`src/rtl/md_cart_defines.svh`:
```
// Widths, cartridge header offsets and key scan codes for the cart loader
// Header offsets are byte addresses of 16-bit loader words
`ifndef MD_CART_DEFINES_SVH
`define MD_CART_DEFINES_SVH

//////////////////////////////////////////////////
// Loader port
`define MD_LOAD_AW       25
`define MD_WORD_W        16

// Region letters and end of header
`define MD_HDR_REGION_A  25'h1F0
`define MD_HDR_REGION_B  25'h1F2
`define MD_HDR_END       25'h200

// Serial number fragments, match one word later
`define MD_ID_ADDR_0     25'h182
`define MD_ID_ADDR_1     25'h184
`define MD_ID_ADDR_2     25'h186
`define MD_ID_ADDR_3     25'h188
`define MD_ID_ADDR_4     25'h18A
`define MD_ID_MATCH      25'h18C

`define MD_QUIRK_N       7
`define MD_CHEAT_W       128

`define MD_KEY_F1        9'h005 // JP
`define MD_KEY_F2        9'h006 // US
`define MD_KEY_F3        9'h004 // EU

`endif

```
`src/rtl/md_cart_pkg.sv`:
```
// Types shared by the cartridge download front end
// Enum encodings follow the menu status bits of the console core
`default_nettype none

`include "md_cart_defines.svh"

package md_cart_pkg;

	// Console region, as written back to the menu
	typedef enum logic [1:0] {
		JP = 2'd0,
		US = 2'd1,
		EU = 2'd2
	} region_e;

	// User priority when the header names several regions
	typedef enum logic [1:0] {
		PRIO_US_EU_JP = 2'd0,
		PRIO_EU_US_JP = 2'd1,
		PRIO_US_JP_EU = 2'd2,
		PRIO_JP_US_EU = 2'd3
	} region_prio_e;

	typedef enum logic [1:0] {
		BY_FILE_EXT = 2'd0,
		BY_HEADER   = 2'd1,
		DISABLED    = 2'd2
	} region_mode_e;

	// Value is the bit position in the quirk vector
	typedef enum logic [2:0] {
		SRAM   = 3'd0,
		EEPROM = 3'd1,
		NORAM  = 3'd2,
		FIFO   = 3'd3,
		PIER   = 3'd4,
		SVP    = 3'd5,
		FMBUSY = 3'd6
	} quirk_e;

	typedef logic [`MD_LOAD_AW-1:0] load_addr_t;
	typedef logic [`MD_WORD_W-1:0]  load_word_t;

endpackage

`default_nettype wire

```
`src/rtl/cart_quirk_match.sv`:
```
// Builds the 8-character serial number from the header and looks it up
// The lookup fires once per download, on the word after the serial
`timescale 1ns/100ps
`default_nettype none

`include "md_cart_defines.svh"

module cart_quirk_match import md_cart_pkg::*; (
	input  logic                   clk_sys,
	input  logic                   arst_n,
	input  logic                   cart_active,
	input  logic                   load_wr,
	input  load_addr_t             load_addr,
	input  load_word_t             load_data,
	output logic [`MD_QUIRK_N-1:0] quirks
);

	logic        active_q;
	logic        id_wr;
	logic [63:0] cart_id; // ASCII, first character in the top byte

	// Known titles that need special handling
	function automatic logic [`MD_QUIRK_N-1:0] quirk_lookup(input logic [63:0] id);
		logic [`MD_QUIRK_N-1:0] q;
		q = '0;
		case (id)
			"T-081276", "T-81406 ", "T-081586",
			"T-81576 ", "T-81476 ":               q[SRAM]   = 1'b1;
			"MK-1215 ", "G-4060  ", "00001211",
			"MK-1228 ", "G-5538  ", "00004076",
			"T-12046 ", "T-12053 ", "G-4524  ":   q[EEPROM] = 1'b1;
			"T-113016":                           q[NORAM]  = 1'b1; // Fake RAM check
			"T-89016 ":                           q[FIFO]   = 1'b1;
			"T-574023", "T-574013":               q[PIER]   = 1'b1;
			"MK-1229 ", "G-7001  ":               q[SVP]    = 1'b1; // DSP carts
			"T-35036 ", "T-25073 ", "MK-1137-":   q[FMBUSY] = 1'b1;
			default: ;
		endcase
		return q;
	endfunction

	assign id_wr = cart_active & load_wr;

	// Serial fragments, middle words arrive byte swapped
	always_ff @(posedge clk_sys) begin
		if (id_wr) begin
			case (load_addr)
				`MD_ID_ADDR_0: cart_id[63:56] <= load_data[15:8];
				`MD_ID_ADDR_1: cart_id[55:40] <= {load_data[7:0], load_data[15:8]};
				`MD_ID_ADDR_2: cart_id[39:24] <= {load_data[7:0], load_data[15:8]};
				`MD_ID_ADDR_3: cart_id[23:8]  <= {load_data[7:0], load_data[15:8]};
				`MD_ID_ADDR_4: cart_id[7:0]   <= load_data[7:0];
				default: ;
			endcase
		end
	end

	always_ff @(posedge clk_sys or negedge arst_n) begin
		if (!arst_n) begin
			active_q <= 1'b0;
			quirks   <= '0;
		end else begin
			active_q <= cart_active;
			if (cart_active && !active_q)
				quirks <= '0; // New cartridge
			else if (id_wr && load_addr == `MD_ID_MATCH)
				quirks <= quirks | quirk_lookup(cart_id);
		end
	end

endmodule

`default_nettype wire

```
`src/rtl/cheat_code_loader.sv`:
```
// Packs eight 16-bit words of a cheat file into one 128-bit code
// Layout {flags, address, compare, replace}, each field low word first
`timescale 1ns/100ps
`default_nettype none

`include "md_cart_defines.svh"

module cheat_code_loader import md_cart_pkg::*; (
	input  logic                   clk_sys,
	input  logic                   arst_n,
	input  logic                   code_active,
	input  logic                   load_wr,
	input  load_addr_t             load_addr,
	input  load_word_t             load_data,
	output logic [`MD_CHEAT_W-1:0] cheat_code,
	output logic                   cheat_load,
	output logic                   cheat_clear
);

	logic code_wr;

	assign code_wr     = code_active & load_wr;
	assign cheat_clear = code_wr & (load_addr == '0); // Start of a new cheat list

	always_ff @(posedge clk_sys) begin
		if (code_wr) begin
			case (load_addr[3:0])
				4'd0:  cheat_code[111:96]  <= load_data; // Flags
				4'd2:  cheat_code[127:112] <= load_data;
				4'd4:  cheat_code[79:64]   <= load_data; // Address
				4'd6:  cheat_code[95:80]   <= load_data;
				4'd8:  cheat_code[47:32]   <= load_data; // Compare
				4'd10: cheat_code[63:48]   <= load_data;
				4'd12: cheat_code[15:0]    <= load_data; // Replace
				4'd14: cheat_code[31:16]   <= load_data;
				default: ;
			endcase
		end
	end

	always_ff @(posedge clk_sys or negedge arst_n) begin
		if (!arst_n)
			cheat_load <= 1'b0;
		else
			cheat_load <= code_wr && load_addr[3:0] == 4'd14; // Last word in
	end

endmodule

`default_nettype wire

```
`src/rtl/header_region_scan.sv`:
```
// Looks at the region letters of the cartridge header during a cart download
// Flags are sticky until the next download starts
`timescale 1ns/100ps
`default_nettype none

`include "md_cart_defines.svh"

module header_region_scan import md_cart_pkg::*; (
	input  logic       clk_sys,
	input  logic       arst_n,
	input  logic       cart_active,
	input  logic       load_wr,
	input  load_addr_t load_addr,
	input  load_word_t load_data,
	output logic       hdr_j,
	output logic       hdr_u,
	output logic       hdr_e,
	output logic       hdr_ready
);

	logic       active_q;
	logic       hdr_wr;
	logic [2:0] flag_lo;
	logic [2:0] flag_hi;
	logic [2:0] flag_new;

	// Letter class as {j, u, e}
	function automatic logic [2:0] classify(input logic [7:0] ch);
		logic [2:0] f;
		f = 3'b000;
		if (ch == "J")
			f = 3'b100;
		else if (ch == "U")
			f = 3'b010;
		else if (ch >= "0" && ch <= "Z")
			f = 3'b001; // Any other code means Europe
		return f;
	endfunction

	assign hdr_wr  = cart_active & load_wr;
	assign flag_lo = classify(load_data[7:0]);
	assign flag_hi = classify(load_data[15:8]);

	assign flag_new = ((load_addr == `MD_HDR_REGION_A || load_addr == `MD_HDR_REGION_B) ?
	                   flag_lo : 3'b000) |
	                  ((load_addr == `MD_HDR_REGION_A) ? flag_hi : 3'b000);

	always_ff @(posedge clk_sys or negedge arst_n) begin
		if (!arst_n) begin
			active_q                <= 1'b0;
			{hdr_j, hdr_u, hdr_e}   <= 3'b000;
			hdr_ready               <= 1'b0;
		end else begin
			active_q <= cart_active;
			if (cart_active && !active_q)
				{hdr_j, hdr_u, hdr_e} <= 3'b000;
			else if (hdr_wr)
				{hdr_j, hdr_u, hdr_e} <= {hdr_j, hdr_u, hdr_e} | flag_new;

			if (active_q && !cart_active)
				hdr_ready <= 1'b0;
			else if (hdr_wr && load_addr == `MD_HDR_END)
				hdr_ready <= 1'b1; // Whole header has passed
		end
	end

endmodule

`default_nettype wire

```
`src/rtl/md_cart_loader.sv`:
```
// Cartridge download front end; an all-ones load_index marks a cheat file
// ROM memory sits outside and answers the toggle handshake
`timescale 1ns/100ps
`default_nettype none

`include "md_cart_defines.svh"

module md_cart_loader import md_cart_pkg::*; (
	input  logic                   clk_sys,
	input  logic                   arst_n,
	input  logic                   load_active,
	input  logic [7:0]             load_index,
	input  logic                   load_wr,
	input  load_addr_t             load_addr,
	input  load_word_t             load_data,
	input  logic                   rom_wr_ack,
	input  logic                   key_event,
	input  logic                   key_pressed,
	input  logic [8:0]             key_code,
	input  region_mode_e           region_mode,
	input  region_prio_e           region_prio,
	output logic                   load_wait,
	output load_addr_t             rom_wr_addr,
	output load_word_t             rom_wr_data,
	output logic                   rom_wr_req,
	output load_addr_t             rom_size,
	output region_e                region_req,
	output logic                   region_set,
	output logic [`MD_QUIRK_N-1:0] quirks,
	output logic [`MD_CHEAT_W-1:0] cheat_code,
	output logic                   cheat_load,
	output logic                   cheat_clear
);

	logic code_index;
	logic cart_active;
	logic code_active;
	logic hdr_j, hdr_u, hdr_e, hdr_ready;

	assign code_index  = &load_index;
	assign cart_active = load_active & ~code_index;
	assign code_active = load_active & code_index;

	//////////////////////////////////////////////////
	// Cart path
	rom_write_bridge u_rom_write_bridge (
		.clk_sys, .arst_n, .cart_active, .load_wr, .load_addr, .load_data,
		.rom_wr_ack, .load_wait, .rom_wr_addr, .rom_wr_data, .rom_wr_req, .rom_size
	);

	header_region_scan u_header_region_scan (
		.clk_sys, .arst_n, .cart_active, .load_wr, .load_addr, .load_data,
		.hdr_j, .hdr_u, .hdr_e, .hdr_ready
	);

	cart_quirk_match u_cart_quirk_match (
		.clk_sys, .arst_n, .cart_active, .load_wr, .load_addr, .load_data, .quirks
	);

	region_select u_region_select (
		.clk_sys, .arst_n, .key_event, .key_pressed, .key_code,
		.hdr_j, .hdr_u, .hdr_e, .hdr_ready, .region_mode, .region_prio, .load_index,
		.region_req, .region_set
	);

	//////////////////////////////////////////////////
	// Cheat path
	cheat_code_loader u_cheat_code_loader (
		.clk_sys, .arst_n, .code_active, .load_wr, .load_addr, .load_data,
		.cheat_code, .cheat_load, .cheat_clear
	);

endmodule

`default_nettype wire

```
`src/rtl/region_select.sv`:
```
// Region request for the menu, from F1..F3, the cartridge header or the file index
// key_event toggles once per key change; code and pressed must be stable with it
`timescale 1ns/100ps
`default_nettype none

`include "md_cart_defines.svh"

module region_select import md_cart_pkg::*; (
	input  logic         clk_sys,
	input  logic         arst_n,
	input  logic         key_event,
	input  logic         key_pressed,
	input  logic [8:0]   key_code,
	input  logic         hdr_j,
	input  logic         hdr_u,
	input  logic         hdr_e,
	input  logic         hdr_ready,
	input  region_mode_e region_mode,
	input  region_prio_e region_prio,
	input  logic [7:0]   load_index,
	output region_e      region_req,
	output logic         region_set
);

	logic       key_sync;
	logic       key_q;
	logic       pressed_q;
	logic [8:0] code_q;
	logic       rdy_d1;
	logic       rdy_d2;

	// First flagged region in priority order, else the head of the order
	function automatic region_e pick_region(input region_prio_e prio,
	                                        input logic j, input logic u, input logic e);
		region_e    ord [3];
		logic [2:0] flag;
		region_e    pick;
		flag = {e, u, j}; // Bit index is the region code
		case (prio)
			PRIO_US_EU_JP: ord = '{US, EU, JP};
			PRIO_EU_US_JP: ord = '{EU, US, JP};
			PRIO_US_JP_EU: ord = '{US, JP, EU};
			default:       ord = '{JP, US, EU};
		endcase
		pick = ord[0];
		for (int i = 2; i >= 0; i--)
			if (flag[ord[i]]) pick = ord[i];
		return pick;
	endfunction

	//////////////////////////////////////////////////
	// Event stages with two cycles from event to request
	always_ff @(posedge clk_sys or negedge arst_n) begin
		if (!arst_n) begin
			key_sync   <= 1'b0;
			key_q      <= 1'b0;
			pressed_q  <= 1'b0;
			code_q     <= '0;
			rdy_d1     <= 1'b0;
			rdy_d2     <= 1'b0;
			region_req <= JP;
			region_set <= 1'b0;
		end else begin
			key_sync  <= key_event;
			key_q     <= key_sync;
			pressed_q <= key_pressed;
			code_q    <= key_code;
			rdy_d1    <= hdr_ready;
			rdy_d2    <= rdy_d1;

			if (key_sync != key_q) begin
				case (code_q)
					`MD_KEY_F1: begin
						region_req <= JP;
						region_set <= pressed_q;
					end
					`MD_KEY_F2: begin
						region_req <= US;
						region_set <= pressed_q;
					end
					`MD_KEY_F3: begin
						region_req <= EU;
						region_set <= pressed_q;
					end
					default: ;
				endcase
			end

			if (rdy_d1 && !rdy_d2 && region_mode != DISABLED) begin
				if (region_mode == BY_HEADER) begin
					region_req <= pick_region(region_prio, hdr_j, hdr_u, hdr_e);
					region_set <= 1'b1;
				end else begin
					region_req <= region_e'(load_index[7:6]); // Index carries the region
					region_set <= |load_index;
				end
			end

			if (rdy_d2 && !rdy_d1)
				region_set <= 1'b0; // Download finished
		end
	end

endmodule

`default_nettype wire

```
`src/rtl/rom_write_bridge.sv`:
```
// One ROM write in flight at a time; the loader must not strobe while load_wait is high
// Memory completes a write by making rom_wr_ack equal to rom_wr_req
`timescale 1ns/100ps
`default_nettype none

module rom_write_bridge import md_cart_pkg::*; (
	input  logic       clk_sys,
	input  logic       arst_n,
	input  logic       cart_active,
	input  logic       load_wr,
	input  load_addr_t load_addr,
	input  load_word_t load_data,
	input  logic       rom_wr_ack,
	output logic       load_wait,
	output load_addr_t rom_wr_addr,
	output load_word_t rom_wr_data,
	output logic       rom_wr_req,
	output load_addr_t rom_size
);

	logic       active_q;
	logic       dl_start;
	logic       dl_end;
	load_addr_t wr_addr_q;
	load_word_t wr_data_q;

	assign dl_start = cart_active & ~active_q;
	assign dl_end   = active_q & ~cart_active;

	always_ff @(posedge clk_sys or negedge arst_n) begin
		if (!arst_n) begin
			active_q   <= 1'b0;
			rom_wr_req <= 1'b0;
			load_wait  <= 1'b0;
			rom_size   <= '0;
		end else begin
			active_q <= cart_active;
			if (dl_end) begin
				rom_size  <= load_addr; // Last address of the image
				load_wait <= 1'b0;
			end
			if (dl_start) begin
				rom_wr_req <= load_wr; // Fresh toggle phase per download
				load_wait  <= load_wr;
			end else if (cart_active) begin
				if (load_wr) begin
					rom_wr_req <= ~rom_wr_req;
					load_wait  <= 1'b1;
				end else if (load_wait && (rom_wr_req == rom_wr_ack)) begin
					load_wait <= 1'b0; // Memory caught up
				end
			end
		end
	end

	// Word held for the memory until it acknowledges
	always_ff @(posedge clk_sys) begin
		if (cart_active && load_wr) begin
			wr_addr_q <= load_addr;
			wr_data_q <= {load_data[7:0], load_data[15:8]}; // Byte swap
		end
	end

	assign rom_wr_addr = cart_active ? wr_addr_q : rom_size;
	assign rom_wr_data = wr_data_q;

endmodule

`default_nettype wire

```
`config.mk`:
```
export PLATFORM = sky130hd
export DESIGN_NAME = md_cart_loader
export DESIGN_NICKNAME = d
export VERILOG_FILES = /design/src/rtl/md_cart_pkg.sv /design/src/rtl/cart_quirk_match.sv /design/src/rtl/cheat_code_loader.sv /design/src/rtl/header_region_scan.sv /design/src/rtl/md_cart_loader.sv /design/src/rtl/region_select.sv /design/src/rtl/rom_write_bridge.sv
export VERILOG_INCLUDE_DIRS = /design/src /design/src/rtl
export SDC_FILE = /design/constraint.sdc
export NUM_CORES = 1
export LEC_CHECK = 0
export ABC_AREA = 0
export BUFFER_PORTS_ARGS = -buffer_cell sky130_fd_sc_hd__buf_2
export CAP_MARGIN = 20
export CORE_ASPECT_RATIO = 2
export CORE_MARGIN = 3
export CORE_UTILIZATION = 43
export DETAILED_ROUTE_END_ITERATION = 10
export GPL_ROUTABILITY_DRIVEN = 0
export PLACE_DENSITY = 0.67
export SLEW_MARGIN = 10
export SYNTH_ARGS = -nofsm -noshare
export SYNTH_HDL_FRONTEND = slang
export SYNTH_SLANG_ARGS = --single-unit
```
`constraint.sdc`:
```
create_clock -name clk_sys -period 2.2 [get_ports clk_sys]
set_clock_uncertainty 0.05 [all_clocks]
set_input_delay 0.33 -clock clk_sys [delete_from_list [all_inputs] [get_ports clk_sys]]
set_output_delay 0.33 -clock clk_sys [all_outputs]
set_load 0.005 [all_outputs]
```
==> Word-level counts from Yosys, hierarchy flattened <==
Cells that the tools add are included.
{ "classes": {"eq_ne": 52, "n_mux": 69, "bitwise_logic": 14, "n_reduce_logical": 53, "n_lt_le_gt_ge": 7} }
{ "op_table": {"columns": ["op", "n"], "rows": [
  ["64-bit by 63-bit == test with 1-bit output (second input constant)", 21],
  ["25-bit by 9-bit == test with 1-bit output (second input constant)", 8],
  ["64-bit by 62-bit == test with 1-bit output (second input constant)", 2],
  ["1-bit two-way mux", 47],
  ["8-bit by 7-bit == test with 1-bit output (second input constant)", 4],
  ["2-bit AND reduction", 16],
  ["9-bit by 3-bit == test with 1-bit output (second input constant)", 3],
  ["25-bit by 10-bit == test with 1-bit output (second input constant)", 1],
  ["25-bit logical NOT", 1],
  ["25-bit two-way mux", 1],
  ["3-bit two-way mux", 6],
  ["6-bit case mux with 3 select lines", 1],
  ["4-bit == test (second input constant)", 4],
  ["8-bit by 6-bit >= comparator with 1-bit output (second input constant)", 2],
  ["8-bit by 7-bit less-or-equal comparator with 1-bit output (second input constant)", 2],
  ["7-bit two-way mux", 2],
  ["1-bit logical AND", 12],
  ["2-bit two-way mux", 6],
  ["6-bit two-way mux", 2],
  ["2-bit nonzero test", 6],
  ["2-bit by 3-bit < comparator with 1-bit output (second input constant)", 3],
  ["9-bit OR reduction", 1],
  ["4-bit by 3-bit == test with 1-bit output (second input constant)", 2],
  ["8-bit AND reduction", 1],
  ["other kinds (22)", 41]
]} }
{ "totals": {"elab_cells": 228, "register_bits": 290, "in_bits": 69} }

==> Depth between registers and ports, before layout <==
Gate-level depths: netlist (run 1).
{ "logic_depth": {"ltp_word": 11, "mapped_depth": 7, "mapped_depth_nobuf": 6} }

==> By module <==
Synthesis (run 1) repeated with hierarchy kept, for this count alone.
{ "unflattened": {"cells_unflattened": 664, "hier_area_um2": 11250.8} }
{ "by_module_without_submodules": {"columns": ["mod", "n_inst", "seq_area_each_um2", "cells_per_inst", "area_per_inst_um2"], "rows": [
  ["cheat_code_loader", 1, 3868.7, 150, 4021.4],
  ["cart_quirk_match", 1, 2122.0, 263, 3348.2],
  ["rom_write_bridge", 1, 1931.9, 135, 2695.1],
  ["region_select", 1, 425.4, 52, 683.2],
  ["header_region_scan", 1, 125.1, 59, 474.2],
  ["md_cart_loader", 1, 0.0, 5, 28.8]
]} }

==> Worst setup path after synthesis (run 1) <==
Ideal clock, no wire load.
{ "synth_timing": {"path_kind": "input port to flip-flop", "startpoint": "input load_index[4]", "endpoint": "register u_cart_quirk_match.cart_id[24], enable pin", "setup_time_ns": 0.388, "path_slack_ns": -0.661, "stages": 6, "t_arrival_ns": 2.423, "path_buffers": 1, "t_required_ns": 1.762, "path_cell_list": "nand4_1 -> o21ba_2 -> clkbuf_2 -> and3_2 -> nand3_1 -> nor2_1"} }
{ "synth_between": {"elab_chain_len": 5} }
{ "synth_lines": {"columns": ["element", "line", "source"], "rows": [
  ["from (decl)", "md_cart_loader.sv:12", "input logic [7:0] load_index,"],
  ["8-bit AND reduction", "md_cart_loader.sv:40", "assign code_index = &load_index;"],
  ["1-bit inverter", "md_cart_loader.sv:41", "assign cart_active = load_active & ~code_index;"],
  ["1-bit AND", "md_cart_loader.sv:41", null],
  ["1-bit AND", "cart_quirk_match.sv:42", "assign id_wr = cart_active & load_wr;"],
  ["net u_cart_quirk_match.id_wr", "cart_quirk_match.sv:19", "logic id_wr;"],
  ["2-bit AND reduction (no source line)", null, null],
  ["to (signal assigned)", "cart_quirk_match.sv:50", "`MD_ID_ADDR_2: cart_id[39:24] <= {load_data[7:0], load_data[15:8]};"],
  ["to (decl)", "cart_quirk_match.sv:20", "logic [63:0] cart_id;"]
]} }
The timed path passes the listed nets, and every way through them passes these cells.
A chain may end at the register's enable or synchronous reset.

==> Worst setup path after layout (run 1) <==
{ "layout_timing": {"startpoint": "input load_addr[23]", "endpoint": "output cheat_clear"} }
{ "layout_between": {"elab_chain_len": 2} }
{ "layout_lines": {"columns": ["element", "line", "source"], "rows": [
  ["from (decl)", "md_cart_loader.sv:14", "input load_addr_t load_addr,"],
  ["25-bit logical NOT", "cheat_code_loader.sv:23", "assign cheat_clear = code_wr & (load_addr == '0);"],
  ["1-bit AND", "cheat_code_loader.sv:23", null],
  ["to (decl)", "md_cart_loader.sv:32", "output logic cheat_clear"]
]} }
Every way passes these cells.

==> results of run 1 <==
layout make-up:
| cell class | count | area [um2] |
|---|---|---|
| Fill cell | 2018 | 10200 |
| Sequential cell | 290 | 8420 |
| Multi-Input combinational cell | 385 | 2620 |
| Timing Repair Buffer | 389 | 2450 |
| Clock buffer | 28 | 657 |
| Tap cell | 336 | 420 |
| Clock inverter | 16 | 191 |
| Inverter | 5 | 18.8 |
| Antenna cell | 1 | 2.50 |
cells in the final DEF (no fill, tap or decap), types with 18 or more instances in the layout:
master         instances
dfrtp_1               57
buf_4                 76
edfxtp_1             233
mux2_2                25
buf_2                274
nor2_1                35
dlygate4sd3_1         25
clkbuf_16             25
nor4_1                18
nand2_1               93
registers in the layout, summed over array words and instances (netlist names), 2 cells and up:
register                        cells
u_region_select.code_q              9
u_rom_write_bridge.rom_size        25
u_region_select.region_req          2
u_cart_quirk_match.cart_id         64
u_rom_write_bridge.rom_wr_data     16
u_cheat_code_loader.cheat_code    128
u_cart_quirk_match.quirks           7
u_rom_write_bridge.wr_addr_q       25
cells by family after synthesis:
family | synth area share (%)
compound gates | 3.42
xor+xnor | 0.320
buf+inv | 1.17
flops | 76.9
mux | 2.66
simple gates | 15.5
metal layers:
| layer | up-vias | wire length (um) |
|---|---|---|
| met5 | - | 0 |
| met1 | 3796 | 10500 |
| li1 | 3482 | - |
| met3 | 113 | 1560 |
| met2 | 316 | 18900 |
| met4 | 0 | 1970 |
Yosys cell counts (all sizes together) (3+ instances only):
| cell type | count | share of area [%] |
|---|---|---|
| a21oi | 9 | 0.41 |
| a31oi | 4 | 0.23 |
| and3b | 4 | 0.32 |
| buf | 5 | 0.53 |
| clkbuf | 13 | 0.47 |
| dfrtp | 57 | 13 |
| edfxtp | 233 | 64 |
| inv | 4 | 0.14 |
| mux2 | 25 | 2.6 |
| nand2 | 94 | 3.2 |
| nand2b | 10 | 0.57 |
| nand3 | 17 | 0.78 |
| nand3b | 9 | 0.62 |
| nand4 | 15 | 0.99 |
| nand4b | 6 | 0.48 |
| nor2 | 45 | 1.5 |
| nor2b | 9 | 0.51 |
| nor3 | 19 | 0.87 |
| nor3b | 8 | 0.55 |
| nor4 | 25 | 1.8 |
| nor4b | 9 | 0.72 |
| nor4bb | 9 | 0.82 |
| o211ai | 3 | 0.21 |
| o21ai | 11 | 0.50 |
| o22a | 3 | 0.24 |
| or2 | 3 | 0.17 |
| or3 | 3 | 0.17 |
critical path, cell delays in order:
cell	delay [ps]
buf_6	90
or4_4	550
nor4_4	190
buf_4	180
nand2_4	50
nor4_4	170
and3b_1	200
buf_2	110
metrics by stage:
step / worst slack [ps] / hold WS [ps] / setup TNS (ps)
2_1_floorplan: -104 / -15.6 / -2270
3_3_place_gp: -328 / 305 / -15090
3_5_place_dp: -414 / 308 / -18150
4_1_cts: -64.1 / 4.70 / -64.1
5_1_grt: -147 / 6.91 / -250
6_report: -54.1 / 22.8 / -54.1
power groups by stage:
stage / combinational (uW) / sequential, uW / clock, uW
2_1_floorplan: 240 / 6280 / 0
3_5_place_dp: 721 / 6280 / 0
3_3_place_gp: 713 / 6280 / 0
6_report: 758 / 6170 / 4550
5_1_grt: 822 / 6180 / 4850
4_1_cts: 764 / 6170 / 4630
what timing repair did:
| action | 4_1_cts | 5_1_grt |
|---|---|---|
| setup endpoints to repair | 1 | 19 |
| hold buffers | 25 | 0 |
| gates resized for setup | 7 | 16 |
| setup buffers | 3 | 7 |
| endpoints found under the hold margin | 85 | 0 |
| pin swaps | 4 | 9 |
how the worst max path moves through the flow:
| stage | endpoint | slack (ps) |
|---|---|---|
| 2_1_floorplan | u_cart_quirk_match.cart_id[24] | -100 |
| 3_3_place_gp | cheat_clear | -330 |
| 3_5_place_dp | cheat_clear | -410 |
| 4_1_cts | cheat_clear | -60 |
| 5_1_grt | cheat_clear | -150 |
| 6_report | cheat_clear | -50 |
==> flow_metrics.tcl, run 1 <==
set metrics [dict create \
    cts_max_path_buffers 3 \
    utilization_pct 59.1 \
    path_class "input port to output port" \
    p_seq_share_pct 53.7 \
    die_w_um 119 \
    ys_async_sr_fraction_pct 19.7 \
    finalSetupViolCount 1 \
    yosysSeqAreaShare_pct 76.9 \
    placed_cells 1370 \
    die_area_mm2 0.0275 \
    vias 7707 \
    cts-root-buf "clkbuf_16" \
    worstSetupStartpoint "load_addr[23]" \
    via_per_inst 5.32 \
    first_global_vias 7953 \
    min_path_type "input port to flip-flop" \
    r2r_cells 8 \
    htree_num_levels 1 \
    fin_cells 1450 \
    top_usage_layer "met2" \
    drt_drc_violations_left 0 \
    hp-start "load_addr[17]" \
    violations "setup timing" \
    drv_cap 0 \
    worstMarginPinSlew_ps 581 \
    synth-edff-count 233 \
    first_iter_violations 473 \
    dp_hpwl_um 23900 \
    setup_ws_ps -54.1 \
    switching_share_pct 21.2 \
    grt_overflow 0 \
    p_clk_share_pct 39.7 \
    cts.sinks 290 \
    cts_buffers 24 \
    max_slew_margin_pct 61.1 \
    use_met2_pct 44.9 \
    grtUsageTotal_pct 23.2 \
    fp.coreArea_mm2 0.0250 \
    powerDensity_mw_per_mm2 776 \
    synth_cell_types 69 \
    startpoint_type "input port" \
    hold_viol 0 \
    wl_per_cell_um 22.7 \
    status "complete, but fails checks" \
    p_comb_share_pct 6.6 \
    required_ps 1820 \
    period_needed_ps 2250 \
    end_kind "output port" \
    power_uw 11500 \
    grt_max_degree 58 \
    use_met3_pct 3.32 \
    p_leak_uw 0.00576 \
    antenna_found_initial 1 \
    cts.reportedPaths.clkPinSlew_ps 70 \
    regToRegStartpoint "u_cart_quirk_match.cart_id[6]" \
    min_path_cells 2 \
    syn_area_mm2 0.0110 \
    fin_area_mm2 0.0148 \
    rsz0062_at_grt "yes" \
    wl_um 32900 \
    slew_viol_final 0 \
    dpl_cell_area_mm2 0.0135 \
    nets 1164 \
    die_y_um 232 \
    fmax_ghz 0.444 \
    grt_pass1_wl_um 48000 \
    vdd.ir_drop.worst_v 0.000733 \
    portBuffers 276 \
    initial_utilization_pct 43.7 \
    ff2ff_setup_slack_ps 60 \
    ys_warn_count 0 \
    timing.rr.end "u_cart_quirk_match.quirks[6]" \
    fin_crit_sh_pct 102 \
    synth_nets 767 \
    clk_latency_ps 530 \
    io_pins 277 \
    hold_end "u_rom_write_bridge.rom_size[17]" \
    global_route.usage.met1_pct 23.0 \
    layout-drive-gt1-share_pct 42.8 \
    p_switching_uw 2430 \
    synth_area_per_cell_um2 15.7 \
    cts_tree "yes" \
    ant_nets 0 \
    synth-seq-cells 290 \
    rows 82 \
    intPower_uw 9040 \
    firstDrtPassIters 5 \
    synthCells 698 \
    synthFlopType "edfxtp_1" \
    cp_max_fo 2 \
    arrival_ps 1870 \
    areaGrowthSynthToFinish_pct 35.1 \
]
Note: power is estimated with default switching activity, not from simulation.
==> run 2: changes to the inputs <==
--- a/config.mk
+++ b/config.mk
@@ -14,7 +14,8 @@
 export CORE_UTILIZATION = 43
 export DETAILED_ROUTE_END_ITERATION = 10
 export GPL_ROUTABILITY_DRIVEN = 0
-export PLACE_DENSITY = 0.67
+export PLACE_DENSITY = 0.69
+export SKIP_CTS_REPAIR_TIMING = 1
 export SLEW_MARGIN = 10
 export SYNTH_ARGS = -nofsm -noshare
 export SYNTH_HDL_FRONTEND = slang
==> constraint.sdc (replaced) <==
create_clock -name clk_sys -period 2 [get_ports clk_sys]
set_clock_uncertainty 0.05 [all_clocks]
set_input_delay 0.3 -clock clk_sys [delete_from_list [all_inputs] [get_ports clk_sys]]
set_output_delay 0.3 -clock clk_sys [all_outputs]
set_load 0.005 [all_outputs]
==> run 2 against run 1 <==
  * The run ends with hold timing, setup timing left
  * Critical endpoint unchanged
  * Clock power rose by 3%
  * Register-to-register slack got worse by 170 ps
  * Largest cell class unchanged
  * Critical path depth did not move
  * Non-clock buffer count rose by 25
  * First-iteration DRC count fell by 2.1%
==> flow_metrics.tcl, run 2 (synthesized netlist as in run 1, its figures left out) <==
set metrics [dict create \
    status "complete, but fails checks" \
    violations "hold timing, setup timing" \
    nets 1190 \
    top_usage_layer "met2" \
    first_iter_violations 463 \
    first_global_vias 7748 \
    arrival_ps 1900 \
    antenna_cells 0 \
    areaGrowthSynthToFinish_pct 37.4 \
    cts_max_path_buffers 3 \
    global_route.usage.met1_pct 22.4 \
    num-fill-cells 2055 \
    cts_buffers 25 \
    cts.reportedPaths.clkPinSlew_ps 60 \
    io_pins 277 \
    power_uw 12300 \
    final_cell_mix "buf_2 (275), edfxtp_1 (233), buf_4 (103)" \
    die_area_mm2 0.0275 \
    cp_max_fo 2 \
    fp.coreArea_mm2 0.0250 \
    drv_cap 0 \
    startpoint_type "input port" \
    worst_hold_slack_ps -9.69 \
    initial_utilization_pct 43.7 \
    portBuffers 276 \
    grtUsageTotal_pct 22.5 \
    die_y_um 232 \
    via_per_inst 5.29 \
    p_leak_uw 0.00590 \
    final_common_cell "buf_2" \
    vias 7797 \
    vdd.ir_drop.worst_v 0.000755 \
    largest_reg_flops 128 \
    period_needed_ps 2250 \
    utilization_pct 60.1 \
    min_path_type "input port to flip-flop" \
    setup_ws_ps -246 \
    wl_per_cell_um 22.3 \
    min_path_cells 2 \
    r2r_cells 7 \
    dp_hpwl_um 24100 \
    slew_viol_final 0 \
    grt_overflow 0 \
    cts-root-buf "clkbuf_16" \
    hold_end "u_rom_write_bridge.rom_size[11]" \
    reg_top3 "u_cheat_code_loader.cheat_code x128, u_cart_quirk_match.cart_id x64" \
    regMostFlops "u_cheat_code_loader.cheat_code" \
    hp-start "load_addr[11]" \
    end_kind "output port" \
    fmax_ghz 0.445 \
    grt_max_degree 58 \
    fin_crit_sh_pct 112 \
    max_slew_margin_pct 62.9 \
    ff2ff_setup_slack_ps -110 \
    wl_um 32900 \
    cts.sinks 290 \
    finalSetupViolCount 4 \
    clk_latency_ps 530 \
    worstMarginPinSlew_ps 554 \
    die_w_um 119 \
    path_class "input port to output port" \
    drt_drc_violations_left 0 \
    htree_num_levels 1 \
    rsz0062_at_grt "yes" \
    powerDensity_mw_per_mm2 820 \
    firstDrtPassIters 5 \
    grt_pass1_wl_um 46500 \
    required_ps 1650 \
    use_met2_pct 43.9 \
    layout-drive-gt1-share_pct 45.4 \
    cts_tree "yes" \
    regToRegStartpoint "u_cart_quirk_match.cart_id[0]" \
    antenna_found_initial 0 \
    timing.rr.end "u_cart_quirk_match.quirks[1]" \
    use_met3_pct 3.49 \
    rows 82 \
    ant_nets 0 \
    hold_viol 1 \
]
## run 2: cell types whose count changed in the layout (fill, tap and decap cells not counted), moves of 2 or more
cell	delta
clkinv_4	-2
buf_4	+27
clkinv_1	-3
nor3_2	+2
clkbuf_1	+8
nor4_1	-7
dlygate4sd3_1	-3
nor4_4	+3
nand3_1	-2
bufinv_16	-2
nor4_2	+4
nor3_1	-2
## run 2: area by class of cell
| cell class | count | area (um2) | share of cell area [%] |
|---|---|---|---|
| clock inverter | 8 | 91.3 | 0.607 |
| clock buffer | 37 | 701 | 4.66 |
| inverter | 5 | 18.8 | 0.125 |
| sequential | 290 | 8420 | 56.0 |
| tap | 336 | 420 | 2.79 |
| multi-input combinational | 385 | 2760 | 18.4 |
| timing repair buffer | 414 | 2630 | 17.5 |
## run 2: worst max-delay path by stage
stage | startpoint | endpoint | depth (start not counted)
6_report | load_addr[21] | cheat_clear | 8
5_1_grt | load_addr[21] | cheat_clear | 8
4_1_cts | load_addr[18] | cheat_clear | 8
3_5_place_dp | load_addr[18] | u_cart_quirk_match.cart_id[57] | 8
3_3_place_gp | load_addr[18] | u_cart_quirk_match.cart_id[57] | 8
2_1_floorplan | load_addr[11] | u_cart_quirk_match.cart_id[24] | 5
## run 2: power breakdown
| group | leakage [uW] | total (uW) | switching, uW | internal, uW |
|---|---|---|---|---|
| Combinational | 0.00270 | 852 | 469 | 383 |
| Clock | 0.000386 | 4700 | 2020 | 2680 |
| Sequential | 0.00281 | 6780 | 90.4 | 6690 |
| Total | 0.00590 | 12300 | 2580 | 9760 |
## run 2: metal layers
layer	wire [um]	part of all wire, %
met3	1650	5.0
met4	1780	5.4
met5	0	0
met1	10400	32
met2	19000	58
## run 2: through the flow
| step | area, um2 | setup slack, ps | hold WS, ps | std cells | TNS, ps |
|---|---|---|---|---|---|
| floorplan | 11000 | -279 | -45.6 | 698 | -11900 |
| global placement | 13700 | -533 | 283 | 1397 | -32230 |
| detailed placement | 13700 | -543 | 285 | 1397 | -33640 |
| CTS | 14500 | -505 | -278 | 1442 | -755 |
| global route | 15000 | -300 | -2.47 | 1475 | -995 |
| finish | 15000 | -246 | -9.69 | 1475 | -467 |
## run 2: worst max-delay path, cell delays in order
cell and delay (ps):
buf_2 110, or4_4 530, nor4_4 220, buf_4 190
nand2_4 50, nor4_4 160, and3b_1 220, buf_2 110
==> run 3: changes to the inputs <==
--- a/config.mk
+++ b/config.mk
@@ -6,7 +6,6 @@
 export SDC_FILE = /design/constraint.sdc
 export NUM_CORES = 1
 export LEC_CHECK = 0
-export ABC_AREA = 0
 export BUFFER_PORTS_ARGS = -buffer_cell sky130_fd_sc_hd__buf_2
 export CAP_MARGIN = 20
 export CORE_ASPECT_RATIO = 2
@@ -14,7 +13,7 @@
 export CORE_UTILIZATION = 43
 export DETAILED_ROUTE_END_ITERATION = 10
 export GPL_ROUTABILITY_DRIVEN = 0
-export PLACE_DENSITY = 0.69
+export PLACE_DENSITY = 0.75
 export SKIP_CTS_REPAIR_TIMING = 1
 export SLEW_MARGIN = 10
 export SYNTH_ARGS = -nofsm -noshare
==> constraint.sdc (replaced) <==
create_clock -name clk_sys -period 2.2 [get_ports clk_sys]
set_clock_uncertainty 0.05 [all_clocks]
set_input_delay 0.33 -clock clk_sys [delete_from_list [all_inputs] [get_ports clk_sys]]
set_output_delay 0.33 -clock clk_sys [all_outputs]
set_load 0.005 [all_outputs]
==> run 3 against run 2 <==
  * The run ends with setup timing left
  * Sequential share of layout area up 1.0 points
  * Worst setup slack improved by 140 ps
  * Core utilization is 1.1 points lower
  * Sequential power shrank 9.0%
  * Die area unchanged
  * Largest power group unchanged
==> flow_metrics.tcl, run 3 (synthesized netlist as in run 1, its figures left out) <==
set metrics [dict create \
    status "complete, but fails checks" \
    violations "setup timing" \
    wl_per_cell_um 22.5 \
    cts_max_path_buffers 3 \
    drt_drc_violations_left 0 \
    crit_chain "buf_2 -> or4_4 -> nor3_1 -> nand2_1 -> nor4_4 -> and3b_1 -> buf_2" \
    worst_hold_slack_ps 5.58 \
    antenna_found_initial 0 \
    grt_pass1_wl_um 46600 \
    fmax_ghz 0.435 \
    r2r_cells 6 \
    hp-start "load_addr[11]" \
    fp.coreArea_mm2 0.0250 \
    min_path_type "input port to flip-flop" \
    global_route.usage.met1_pct 22.5 \
    nets 1159 \
    rsz0062_at_grt "yes" \
    clk_latency_ps 540 \
    hold_viol 0 \
    via_per_inst 5.41 \
    areaGrowthSynthToFinish_pct 35.0 \
    period_needed_ps 2300 \
    finalSetupViolCount 2 \
    regMostFlops "u_cheat_code_loader.cheat_code" \
    vdd.ir_drop.worst_v 0.000693 \
    slowest_stage "or4_4" \
    startpoint_type "input port" \
    placed_cells 1369 \
    worstMarginPinSlew_ps 663 \
    die_area_mm2 0.0275 \
    cp_max_fo 3 \
    first_global_vias 7666 \
    regToRegStartpoint "u_cart_quirk_match.cart_id[47]" \
    final_common_cell "buf_2" \
    grtUsageTotal_pct 22.5 \
    cts_tree "yes" \
    max_slew_margin_pct 55.5 \
    worstSetupStartpoint "load_addr[11]" \
    cts.reportedPaths.clkPinSlew_ps 70 \
    portBuffers 276 \
    dp_hpwl_um 23700 \
    reg_top3 "u_cheat_code_loader.cheat_code x128, u_cart_quirk_match.cart_id x64" \
    ant_nets 0 \
    first_iter_violations 488 \
    use_met2_pct 44.7 \
    io_pins 277 \
    arrival_ps 1920 \
    timing.rr.end "u_cart_quirk_match.quirks[6]" \
    crit_buf_inv 2 \
    critPathMaxStageDelay_ps 550 \
    ff2ff_setup_slack_ps -20 \
    rows 82 \
    vias 7819 \
    htree_num_levels 1 \
    end_kind "output port" \
    slew_viol_final 0 \
    use_met3_pct 2.80 \
    grt_max_degree 44 \
    die_w_um 119 \
    layout-drive-gt1-share_pct 42.5 \
    firstDrtPassIters 5 \
    wl_um 32500 \
    cts_buffers 24 \
    cts-root-buf "clkbuf_16" \
    p_leak_uw 0.00575 \
    fin_cells 1444 \
    required_ps 1820 \
    top_usage_layer "met2" \
    largest_reg_flops 128 \
    min_path_cells 2 \
    setup_ws_ps -101 \
    die_y_um 232 \
    num-fill-cells 1969 \
    antenna_cells 0 \
    grt_overflow 0 \
    final_cell_mix "buf_2 (274), edfxtp_1 (233), nand2_1 (93)" \
    cp_common_cell "buf_2" \
    initial_utilization_pct 43.7 \
    powerDensity_mw_per_mm2 791 \
    utilization_pct 59.0 \
    hold_end "u_rom_write_bridge.rom_size[11]" \
    fin_crit_sh_pct 105 \
    crit_family "simple AND/OR/NAND/NOR gates" \
    drv_cap 0 \
    path_class "input port to output port" \
    cts.sinks 290 \
]
==> run 3: changes by cell type in the layout (fill, tap and decap cells not counted), sizes merged <==
cell,change
buf,-36
clkinv,+1
clkinvlp,+2
clkbuf,-11
bufinv,+4
inv,+3
dlygate4sd3,+6
==> run 3: power by group <==
group / internal, uW / leakage, uW / switching [uW]
logic: 338 / 0.00251 / 425
registers: 6080 / 0.00281 / 84.0
clock network: 2820 / 0.000432 / 1950
==> run 3: final cells by class <==
| class | instances | area, um2 | area share, % |
|---|---|---|---|
| Timing Repair Buffer | 384 | 2400 | 16.3 |
| Inverter | 5 | 18.8 | 0.127 |
| Tap cell | 336 | 420 | 2.84 |
| Clock buffer | 26 | 629 | 4.26 |
| Clock inverter | 18 | 268 | 1.81 |
| Sequential cell | 290 | 8420 | 57.0 |
| Multi-Input combinational cell | 385 | 2620 | 17.7 |
==> run 3: worst max-delay path by stage <==
stage	endpoint	slack [ps]	cells after the start
final	cheat_clear	-100	7
after global routing	cheat_clear	-160	8
after CTS	cheat_clear	-350	8
after detailed placement	u_cart_quirk_match.cart_id[60]	-370	8
after global placement	u_cart_quirk_match.cart_id[57]	-360	8
after floorplan	u_cart_quirk_match.cart_id[24]	-100	5
==> run 3: metrics by stage <==
stage	setup TNS, ps	instance area, um2	worst slack [ps]	power (uW)
detailed placement	-17970	13400	-374	7000
global route	-267	14800	-157	12000
global placement	-15770	13400	-358	6980
floorplan	-2270	11000	-104	6520
finish	-120	14800	-101	11700
CTS	-347	14300	-347	11700
==> run 3: layer usage <==
| metal | vias up | wire length, um |
|---|---|---|
| li1 | 3460 | - |
| met5 | - | 0 |
| met4 | 0 | 1690 |
| met2 | 377 | 19100 |
| met3 | 104 | 1720 |
| met1 | 3878 | 10000 |
